### config.mk
export PLATFORM = sky130hd
export DESIGN_NAME = sss_detector
export DESIGN_NICKNAME = d
export VERILOG_FILES = /design/src/sss_pkg.sv /design/src/sss_if.sv /design/src/mseq_lfsr.sv /design/src/sss_capture.sv /design/src/sss_candidate_gen.sv /design/src/sss_correlator.sv /design/src/sss_peak_pick.sv /design/src/sss_detector.sv
export SDC_FILE = /design/constraint.sdc
export NUM_CORES = 1
export LEC_CHECK = 0
export ABC_AREA = 1
export BUFFER_PORTS_ARGS = -buffer_cell sky130_fd_sc_hd__buf_2
export CAP_MARGIN = 40
export CORE_MARGIN = 10
export CORE_UTILIZATION = 45
export DETAILED_ROUTE_END_ITERATION = 12
export SLEW_MARGIN = 25
export SYNTH_ARGS = -nofsm -noshare
export SYNTH_HDL_FRONTEND = slang
export SYNTH_SLANG_ARGS = --single-unit
### constraint.sdc
create_clock -name clk_i -period 7.6 [get_ports clk_i]
set_input_delay 1.52 -clock clk_i [delete_from_list [all_inputs] [get_ports clk_i]]
set_output_delay 1.52 -clock clk_i [all_outputs]
set_load 0.1 [all_outputs]
### src/sss_pkg.sv
package sss_pkg;

    // SSS sequence geometry
    localparam int SSS_LEN   = 127;
    localparam int SEQ_IDX_W = 7;

    // cell identity limits
    localparam int N_ID_1_MAX = 335;
    localparam int N_ID_1_W   = 9;
    localparam int N_ID_2_W   = 2;

    // m_1 runs 0..111 inside one m_0 group
    localparam int SHIFT_MAX = 112;
    localparam int GROUP_W   = 2;

    // m_0 = 15 * (N_id_1 / 112) + 5 * N_id_2
    localparam int M0_STEP = 15;

    // a match count spans 0..127
    localparam int SCORE_W = 7;

    // m-sequence generators
    localparam int LFSR_W = 7;
    // x(i+7) = x(i+4) + x(i)
    localparam logic [LFSR_W-1:0] MSEQ0_TAPS = 7'h11;
    // x(i+7) = x(i+1) + x(i)
    localparam logic [LFSR_W-1:0] MSEQ1_TAPS = 7'h03;
    localparam logic [LFSR_W-1:0] LFSR_SEED  = 7'd1;

endpackage

### src/sss_if.sv
`timescale 1ns/10ps

// one SSS candidate, generator to correlator
interface sss_cand_if;
    logic                          valid;
    logic                          ready;
    logic [sss_pkg::SEQ_IDX_W-1:0] m_0;
    logic [sss_pkg::SEQ_IDX_W-1:0] m_1;
    logic [sss_pkg::N_ID_1_W-1:0]  n_id_1;
    logic                          last;

    modport source (output valid, m_0, m_1, n_id_1, last, input ready);
    modport sink (input valid, m_0, m_1, n_id_1, last, output ready);
endinterface

// match count of one candidate, no back-pressure
interface sss_score_if;
    logic                         valid;
    logic [sss_pkg::SCORE_W-1:0]  score;
    logic [sss_pkg::N_ID_1_W-1:0] n_id_1;
    logic                         last;

    modport source (output valid, score, n_id_1, last);
    modport sink (input valid, score, n_id_1, last);
endinterface

### src/mseq_lfsr.sv
`timescale 1ns/10ps

module mseq_lfsr #(
    parameter logic [sss_pkg::LFSR_W-1:0] TAPS = sss_pkg::MSEQ0_TAPS,
    parameter logic [sss_pkg::LFSR_W-1:0] SEED = sss_pkg::LFSR_SEED
) (
    input  logic clk_i,
    input  logic reset_ni,
    output logic chip_o,
    output logic chip_valid_o
);

    logic [sss_pkg::LFSR_W-1:0]    state_q;
    logic [sss_pkg::SEQ_IDX_W-1:0] chip_cnt_q;
    logic                          feedback;

    // state_q[0] is the oldest chip x(i), feedback becomes x(i+7)
    assign feedback     = ^(state_q & TAPS);
    assign chip_o       = state_q[0];
    assign chip_valid_o = (chip_cnt_q < sss_pkg::SSS_LEN);

    always_ff @(posedge clk_i) begin
        if (!reset_ni) begin
            state_q    <= SEED;
            chip_cnt_q <= '0;
        end else begin
            state_q <= {feedback, state_q[sss_pkg::LFSR_W-1:1]};
            // one period only, counter parks at SSS_LEN
            if (chip_valid_o) begin
                chip_cnt_q <= chip_cnt_q + 1'b1;
            end
        end
    end

    // an all-zero state would lock the generator
    a_state_nonzero: assert property (@(posedge clk_i) disable iff (!reset_ni)
        state_q != '0);

endmodule

### src/sss_capture.sv
`timescale 1ns/10ps

module sss_capture (
    input  logic                         clk_i,
    input  logic                         reset_ni,
    input  logic                         bit_i,
    input  logic                         bit_valid_i,
    input  logic [sss_pkg::N_ID_2_W-1:0] n_id_2_i,
    input  logic                         n_id_2_valid_i,
    input  logic                         done_i,
    output logic [sss_pkg::SSS_LEN-1:0]  buf_bits_o,
    output logic [sss_pkg::N_ID_2_W-1:0] n_id_2_o,
    output logic                         start_o
);

    logic [sss_pkg::SEQ_IDX_W-1:0] wr_idx_q;
    logic                          busy_q;
    logic                          start_q;
    logic [sss_pkg::SSS_LEN-1:0]   buf_q;
    logic [sss_pkg::N_ID_2_W-1:0]  n_id_2_q;
    logic                          take_bit;

    // bits arriving during a search are dropped
    assign take_bit = bit_valid_i && !busy_q;

    always_ff @(posedge clk_i) begin
        if (take_bit) begin
            buf_q[wr_idx_q] <= bit_i;
        end
    end

    always_ff @(posedge clk_i) begin
        if (!reset_ni) begin
            wr_idx_q <= '0;
            busy_q   <= 1'b0;
            start_q  <= 1'b0;
            n_id_2_q <= '0;
        end else begin
            start_q <= 1'b0;
            if (n_id_2_valid_i && !busy_q) begin
                n_id_2_q <= n_id_2_i;
            end
            if (take_bit) begin
                if (wr_idx_q == sss_pkg::SSS_LEN - 1) begin
                    wr_idx_q <= '0;
                    busy_q   <= 1'b1;
                    start_q  <= 1'b1;
                end else begin
                    wr_idx_q <= wr_idx_q + 1'b1;
                end
            end else if (busy_q && done_i) begin
                // peak picker finished, re-arm
                busy_q <= 1'b0;
            end
        end
    end

    assign buf_bits_o = buf_q;
    assign n_id_2_o   = n_id_2_q;
    assign start_o    = start_q;

    // a result only comes back for a search this stage started
    a_done_while_busy: assert property (@(posedge clk_i) disable iff (!reset_ni)
        done_i |-> busy_q);

endmodule

### src/sss_candidate_gen.sv
`timescale 1ns/10ps

module sss_candidate_gen (
    input  logic                         clk_i,
    input  logic                         reset_ni,
    input  logic                         start_i,
    input  logic [sss_pkg::N_ID_2_W-1:0] n_id_2_i,
    sss_cand_if.source                   cand
);

    logic                          valid_q;
    logic [sss_pkg::SEQ_IDX_W-1:0] shift_q;
    logic [sss_pkg::GROUP_W-1:0]   group_q;
    logic [sss_pkg::SEQ_IDX_W-1:0] m_0_q;
    logic [sss_pkg::N_ID_1_W-1:0]  n_id_1_q;
    logic [sss_pkg::SEQ_IDX_W-1:0] m_0_base;
    logic                          shift_wrap;
    logic                          last;
    logic                          xfer;

    // 5 * N_id_2 as 4n + n
    assign m_0_base   = {n_id_2_i, 2'b00} + n_id_2_i;
    assign shift_wrap = (shift_q == sss_pkg::SHIFT_MAX - 1);
    // N_id_1 335 is shift 111 of group 2
    assign last = shift_wrap && (group_q == sss_pkg::N_ID_1_MAX / sss_pkg::SHIFT_MAX);
    assign xfer = valid_q && cand.ready;

    always_ff @(posedge clk_i) begin
        if (!reset_ni) begin
            valid_q  <= 1'b0;
            shift_q  <= '0;
            group_q  <= '0;
            m_0_q    <= '0;
            n_id_1_q <= '0;
        end else if (start_i) begin
            valid_q  <= 1'b1;
            shift_q  <= '0;
            group_q  <= '0;
            m_0_q    <= m_0_base;
            n_id_1_q <= '0;
        end else if (xfer) begin
            if (last) begin
                valid_q <= 1'b0;
            end else if (shift_wrap) begin
                // next m_0 group
                shift_q <= '0;
                group_q <= group_q + 1'b1;
                m_0_q   <= m_0_q + sss_pkg::SEQ_IDX_W'(sss_pkg::M0_STEP);
            end else begin
                shift_q <= shift_q + 1'b1;
            end
            n_id_1_q <= n_id_1_q + 1'b1;
        end
    end

    assign cand.valid  = valid_q;
    assign cand.m_0    = m_0_q;
    assign cand.m_1    = shift_q;
    assign cand.n_id_1 = n_id_1_q;
    assign cand.last   = last;

endmodule

### src/sss_correlator.sv
`timescale 1ns/10ps

module sss_correlator (
    input  logic                        clk_i,
    input  logic                        reset_ni,
    input  logic [sss_pkg::SSS_LEN-1:0] buf_bits_i,
    sss_cand_if.sink                    cand,
    sss_score_if.source                 score
);

    logic [sss_pkg::SSS_LEN-1:0]   m_seq_0_q;
    logic [sss_pkg::SSS_LEN-1:0]   m_seq_1_q;
    logic [sss_pkg::SEQ_IDX_W-1:0] fill_idx_q;
    logic                          table_ready_q;
    logic                          chip_0;
    logic                          chip_1;
    logic                          chip_0_valid;
    logic                          chip_1_valid;
    logic                          wr_en;

    logic                          busy_q;
    logic [sss_pkg::SEQ_IDX_W-1:0] cmp_idx_q;
    logic [sss_pkg::SEQ_IDX_W-1:0] pos_0_q;
    logic [sss_pkg::SEQ_IDX_W-1:0] pos_1_q;
    logic [sss_pkg::SCORE_W-1:0]   acc_q;
    logic [sss_pkg::N_ID_1_W-1:0]  n_id_1_q;
    logic                          last_q;
    logic                          score_valid_q;
    logic                          xfer;
    logic                          match;

    mseq_lfsr #(
        .TAPS (sss_pkg::MSEQ0_TAPS),
        .SEED (sss_pkg::LFSR_SEED)
    ) mseq_0_inst (
        .clk_i        (clk_i),
        .reset_ni     (reset_ni),
        .chip_o       (chip_0),
        .chip_valid_o (chip_0_valid)
    );

    mseq_lfsr #(
        .TAPS (sss_pkg::MSEQ1_TAPS),
        .SEED (sss_pkg::LFSR_SEED)
    ) mseq_1_inst (
        .clk_i        (clk_i),
        .reset_ni     (reset_ni),
        .chip_o       (chip_1),
        .chip_valid_o (chip_1_valid)
    );

    assign wr_en = chip_0_valid && chip_1_valid;

    always_ff @(posedge clk_i) begin
        if (wr_en) begin
            m_seq_0_q[fill_idx_q] <= chip_0;
            m_seq_1_q[fill_idx_q] <= chip_1;
        end
    end

    assign cand.ready = table_ready_q && !busy_q;
    assign xfer       = cand.valid && cand.ready;

    // hard bit of d_SSS is the XOR of both shifted chips
    assign match = (buf_bits_i[cmp_idx_q] == (m_seq_0_q[pos_0_q] ^ m_seq_1_q[pos_1_q]));

    always_ff @(posedge clk_i) begin
        if (!reset_ni) begin
            fill_idx_q    <= '0;
            table_ready_q <= 1'b0;
            busy_q        <= 1'b0;
            score_valid_q <= 1'b0;
            cmp_idx_q     <= '0;
        end else begin
            score_valid_q <= 1'b0;
            if (wr_en) begin
                fill_idx_q <= fill_idx_q + 1'b1;
                if (fill_idx_q == sss_pkg::SSS_LEN - 1) begin
                    table_ready_q <= 1'b1;
                end
            end
            if (xfer) begin
                busy_q    <= 1'b1;
                cmp_idx_q <= '0;
            end else if (busy_q) begin
                cmp_idx_q <= cmp_idx_q + 1'b1;
                if (cmp_idx_q == sss_pkg::SSS_LEN - 1) begin
                    busy_q        <= 1'b0;
                    score_valid_q <= 1'b1;
                end
            end
        end
    end

    // positions wrap at 127, so no overflow trick is possible
    always_ff @(posedge clk_i) begin
        if (xfer) begin
            pos_0_q  <= cand.m_0;
            pos_1_q  <= cand.m_1;
            acc_q    <= '0;
            n_id_1_q <= cand.n_id_1;
            last_q   <= cand.last;
        end else if (busy_q) begin
            acc_q   <= acc_q + match;
            pos_0_q <= (pos_0_q == sss_pkg::SSS_LEN - 1) ? '0 : pos_0_q + 1'b1;
            pos_1_q <= (pos_1_q == sss_pkg::SSS_LEN - 1) ? '0 : pos_1_q + 1'b1;
        end
    end

    assign score.valid  = score_valid_q;
    assign score.score  = acc_q;
    assign score.n_id_1 = n_id_1_q;
    assign score.last   = last_q;

    // a candidate occupies the counter for 127 cycles, then its score appears
    a_count_window: assert property (@(posedge clk_i) disable iff (!reset_ni)
        xfer |=> !xfer [*sss_pkg::SSS_LEN] ##1 score.valid);

endmodule

### src/sss_peak_pick.sv
`timescale 1ns/10ps

module sss_peak_pick (
    input  logic                         clk_i,
    input  logic                         reset_ni,
    sss_score_if.sink                    score,
    output logic [sss_pkg::N_ID_1_W-1:0] n_id_1_o,
    output logic                         n_id_1_valid_o,
    output logic                         done_o
);

    logic [sss_pkg::SCORE_W-1:0]  best_score_q;
    logic [sss_pkg::N_ID_1_W-1:0] best_id_q;
    logic [sss_pkg::N_ID_1_W-1:0] n_id_1_q;
    logic                         valid_q;
    logic                         done_q;
    logic                         better;
    logic [sss_pkg::N_ID_1_W-1:0] winner;

    // strict compare keeps the lowest N_id_1 on a tie
    assign better = (score.score > best_score_q);
    assign winner = better ? score.n_id_1 : best_id_q;

    always_ff @(posedge clk_i) begin
        if (score.valid && score.last) begin
            n_id_1_q <= winner;
        end
    end

    always_ff @(posedge clk_i) begin
        if (!reset_ni) begin
            best_score_q <= '0;
            best_id_q    <= '0;
            valid_q      <= 1'b0;
            done_q       <= 1'b0;
        end else begin
            valid_q <= 1'b0;
            done_q  <= 1'b0;
            if (score.valid && score.last) begin
                valid_q      <= 1'b1;
                done_q       <= 1'b1;
                best_score_q <= '0;
                best_id_q    <= '0;
            end else if (score.valid && better) begin
                best_score_q <= score.score;
                best_id_q    <= score.n_id_1;
            end
        end
    end

    assign n_id_1_o       = n_id_1_q;
    assign n_id_1_valid_o = valid_q;
    assign done_o         = done_q;

endmodule

### src/sss_detector.sv
`timescale 1ns/10ps

module sss_detector (
    input  logic                         clk_i,
    input  logic                         reset_ni,
    input  logic                         s_axis_in_tdata,
    input  logic                         s_axis_in_tvalid,
    input  logic [sss_pkg::N_ID_2_W-1:0] n_id_2_i,
    input  logic                         n_id_2_valid_i,
    output logic [sss_pkg::N_ID_1_W-1:0] m_axis_out_tdata,
    output logic                         m_axis_out_tvalid
);

    logic [sss_pkg::SSS_LEN-1:0]  buf_bits;
    logic [sss_pkg::N_ID_2_W-1:0] n_id_2;
    logic                         start;
    logic                         done;

    sss_cand_if  cand_if ();
    sss_score_if score_if ();

    // decode
    sss_capture sss_capture_inst (
        .clk_i          (clk_i),
        .reset_ni       (reset_ni),
        .bit_i          (s_axis_in_tdata),
        .bit_valid_i    (s_axis_in_tvalid),
        .n_id_2_i       (n_id_2_i),
        .n_id_2_valid_i (n_id_2_valid_i),
        .done_i         (done),
        .buf_bits_o     (buf_bits),
        .n_id_2_o       (n_id_2),
        .start_o        (start)
    );

    sss_candidate_gen sss_candidate_gen_inst (
        .clk_i    (clk_i),
        .reset_ni (reset_ni),
        .start_i  (start),
        .n_id_2_i (n_id_2),
        .cand     (cand_if.source)
    );

    // execute
    sss_correlator sss_correlator_inst (
        .clk_i      (clk_i),
        .reset_ni   (reset_ni),
        .buf_bits_i (buf_bits),
        .cand       (cand_if.sink),
        .score      (score_if.source)
    );

    // result
    sss_peak_pick sss_peak_pick_inst (
        .clk_i          (clk_i),
        .reset_ni       (reset_ni),
        .score          (score_if.sink),
        .n_id_1_o       (m_axis_out_tdata),
        .n_id_1_valid_o (m_axis_out_tvalid),
        .done_o         (done)
    );

endmodule

==> impl_metrics.csv <==
group,metric,value,unit
power_and_ir_drop,power.density,237,nW/µm²
setup_path,start_kind,"register",
floorplan,ioPinCount,17,
floorplan,chipWidth,246,µm
floorplan,core_area,50400,µm²
finish,antenna_cells,0,
cts,cts.sinks,520,
floorplan,die-area,60600,µm²
finish,fin_cells,3140,
setup_path,r2r_start,"sss_correlator_inst.pos_1_q[0]",
floorplan,fp.dieH,246,µm
synth,synth-main-ff-cell,"edfxtp_1",
cts,clk_latency,0.62,ns
global_routing,use_met1,26.0,%
power_and_ir_drop,p_leak,9.48,nW
detailed_routing,wl,59.7,mm
synth,synth_most_common_cell,"nand2_1",
sta,drv_slew,0,
setup_path,r2r-end,"sss_correlator_inst.score.score[6]",
cts,clk_pin_slew,0.07,ns
detailed_routing,dr.pass1.iters,5,
setup_path,slowest_stage,"inv_4",
global_routing,grt_pass1_vias,16200,
synth,ys_warn_count,0,
setup_path,path_max_fanout,52,
cts,h-tree-depth,2,
setup_path,rr_worst_depth,24,
detailed_routing,drc_errors,0,
setup_path,cp_slowest_stage_delay,0.55,ns
synth,ys_top_cells_by_count,"nand2_1 (528), nor2_1 (442), edfxtp_1 (414)",
power_and_ir_drop,max-vdd-ir-drop,0.000178,V
cts,cts_hold_buf,0,
setup_path,crit_required,8.15,ns
setup_path,crit_chain,"buf_4 > inv_4 > nand2_2 > inv_2 > nand2_1 > nand3b_1 > nand3_1 > nand3_1 > nand3_1 > nand2_1 > nand2_1 > nand2_1 > nand2_1 > nand2_1 > nand2_1 > nand2_1 > ha_1 > ha_1 > nand3_1 > nor2_1 > nand2_1 > o21ai_0 > nand2_1 > nor2_1",
detailed_routing,ant_nets,0,
global_routing,top_usage_layer,"met2",
run,cap_viol_max_count,0,
setup_path,crit_type,"register to register",
global_routing,antenna_found_initial,0,
finish,synthToLayoutAreaGrowth,11.3,%
synth,postSynthAreaPerCell,9.53,µm²
synth,synthArstFlopShare,0,%
placement,dp_hpwl,37.5,mm
sta,tns,0,ns
sta,max_slew_margin,45.4,%
cts,tritoncts,"built",
floorplan,start_util,45.7,%
sta,post-route-period-util,52.1,%
global_routing,gr-usage-met3,3.01,%
sta,min_period,3.96,ns
cts,max-clock-path-buffers,3,
sta,finalSetupViolations,0,
setup_path,arrival,4.51,ns
synth,yosysUniqueCellTypes,44,
synth,syn-cell-area,23000,µm²
global_routing,grt_pass1_wl,93.2,mm
sta,fmax,253,MHz
setup_path,crit_path_frequent_cell,"nand2_1",
sta,final-hold-violation-count,0,
cts,cts_root_buffer,"clkbuf_16",
global_routing,overflow,0,
detailed_routing,wire_per_inst,19.0,µm
sta,rsz0062_at_grt,"no",
synth,netlist_instances,2416,
detailed_routing,drtIter0Drc,1641,
synth,yosys_register_bits,520,
setup_path,crit_end,"sss_correlator_inst.score.score[6]",
worst_hold_path,hold_class,"register to register",
sta,clock_skew,0.0318,ns
cts,cts_setup_buffers,0,
synth,synth_area_leaders,"edfxtp_1 (54%), dfxtp_1 (9.2%), nand2_1 (8.6%), nor2_1 (7.2%), nand3_1 (4.6%)",
cts,cts-resized-gates,0,
synth,netlist.area_leader.share,54.0,%
placement,place.gp.congestion,0.926,
finish,nNetsFinal,2454,
synth,seq_area_frac_synth,63.2,%
global_routing,grt_max_degree,71,
finish,layout-drive-gt1-share,6.89,%
cts,cts_made_buffers,55,
sta,tightestPinTransition,0.817,ns
detailed_routing,routed-via-count,16800,
setup_path,startpoint,"sss_correlator_inst.pos_1_q[0]",
placement,port_buffers,16,
setup_path,rrSetupSlack,3.64,ns
setup_path,endpoint_kind,"register",
global_routing,gr-usage-met2,32.3,%
synth,syn_nets,2448,
placement,place_inst,3035,
finish,final_util,50.9,%
status,run_status,"complete, no violations",
global_routing,gr-usage-all-layers,19.6,%
synth,synth_edf_count,414,
floorplan,fp-row-count,82,
synth,synth.largest_area_cell,"edfxtp_1",
detailed_routing,vias_per_cell,5.34,
==> through the flow <==
step / total power [mW] / hold WS [ns] / setup WS [ns] / cell area, µm²
finish: 6.07 / 0.412 / 3.64 / 25600
detailed placement: 3.29 / 0.402 / 3.73 / 23700
floorplan: 3.23 / 0.390 / 4.93 / 23000
global placement: 3.28 / 0.394 / 3.52 / 23600
CTS: 6.12 / 0.413 / 3.68 / 25600
global route: 6.25 / 0.432 / 3.28 / 25600
==> state kept, by name, summed over array words and instances, names as in the netlist, 2 cells and up <==
register and count:
sss_capture_inst.buf_bits_o 127, sss_correlator_inst.m_seq_0_q 127, sss_correlator_inst.m_seq_1_q 127, sss_candidate_gen_inst.cand.n_id_1 9, sss_correlator_inst.score.n_id_1 9, sss_peak_pick_inst.best_id_q 9
sss_peak_pick_inst.n_id_1_o 9, sss_candidate_gen_inst.cand.m_0 7, sss_candidate_gen_inst.cand.m_1 7, sss_capture_inst.wr_idx_q 7, sss_correlator_inst.cmp_idx_q 7, sss_correlator_inst.fill_idx_q 7
sss_correlator_inst.mseq_0_inst.chip_cnt_q 7, sss_correlator_inst.mseq_0_inst.state_q 7, sss_correlator_inst.mseq_1_inst.chip_cnt_q 7, sss_correlator_inst.mseq_1_inst.state_q 7, sss_correlator_inst.pos_0_q 7, sss_correlator_inst.pos_1_q 7
sss_correlator_inst.score.score 7, sss_peak_pick_inst.best_score_q 7, sss_candidate_gen_inst.group_q 2, sss_capture_inst.n_id_2_o 2
==> metal layers <==
| layer | wire length, µm | share of wire, % |
|---|---|---|
| met5 | 0 | 0 |
| met1 | 25900 | 43 |
| met4 | 1610 | 2.7 |
| met3 | 4050 | 6.8 |
| met2 | 28200 | 47 |
==> cell type report <==
cell class	instances	area (µm²)
fill	4601	24800
sequential	520	14600
multi-input combinational	1552	7030
clock buffer	63	1430
inverter	250	946
tap	672	841
clock inverter	40	480
timing repair buffer	43	334
==> where the power goes <==
group	internal (mW)	switching (mW)	total, mW
Clock	1.69	1.15	2.84
Sequential	3.08	0.0231	3.11
Combinational	0.0285	0.0939	0.122
==> worst max-delay path: cells and delay by family (launching register included) <==
kind | cells | cell delay (ns)
buffers and inverters | 3 | 1.15
adders and majority gates | 2 | 0.32
AOI/OAI and AO/OA | 1 | 0.16
DFF | 1 | 0.43
and+or+nand+nor | 18 | 1.78
==> cell usage in the layout, fill, tap and decap left out, types with 9 or more instances in the layout <==
master,netlist,layout
ha_1,25,25
nand3_1,211,209
nand4_1,28,28
nor3_1,44,44
inv_2,12,12
clkbuf_16,0,56
o21ai_0,108,108
clkinv_2,0,13
nor2_1,442,442
xor2_1,9,9
inv_1,235,235
a21oi_1,73,73
edfxtp_1,414,414
nand2_1,528,528
buf_2,31,17
o22ai_1,12,12
bufinv_16,0,10
dfxtp_1,106,103
buf_4,19,19
==> worst min path at each step <==
stage | startpoint | end | slack (ns) | cells after the start
floorplan | sss_correlator_inst.mseq_0_inst.state_q[2] | sss_correlator_inst.mseq_0_inst.state_q[1] | 0.39 | 2
global placement | sss_correlator_inst.mseq_1_inst.state_q[6] | sss_correlator_inst.mseq_1_inst.state_q[5] | 0.39 | 2
detailed placement | sss_correlator_inst.mseq_1_inst.state_q[5] | sss_correlator_inst.mseq_1_inst.state_q[4] | 0.40 | 2
CTS | sss_correlator_inst.mseq_0_inst.state_q[2] | sss_correlator_inst.mseq_0_inst.state_q[1] | 0.41 | 2
global route | sss_correlator_inst.mseq_1_inst.state_q[5] | sss_correlator_inst.mseq_1_inst.state_q[4] | 0.43 | 2
finish | sss_correlator_inst.mseq_1_inst.state_q[5] | sss_correlator_inst.mseq_1_inst.state_q[4] | 0.41 | 2
==> kinds of logic (layout without fill, tap and decap cells) <==
kind of cell	Yosys count	in the layout	share of synthesized area [%]
AO/OA/AOI/OAI	226	226	5.24
XOR/XNOR	15	15	0.571
AND/OR/NAND/NOR	1286	1286	23.3
adder cells (fa/ha/maj)	25	25	1.36
buffers and inverters	344	396	6.28
flip-flops	520	520	63.2
(Power assumes the default switching activity.)
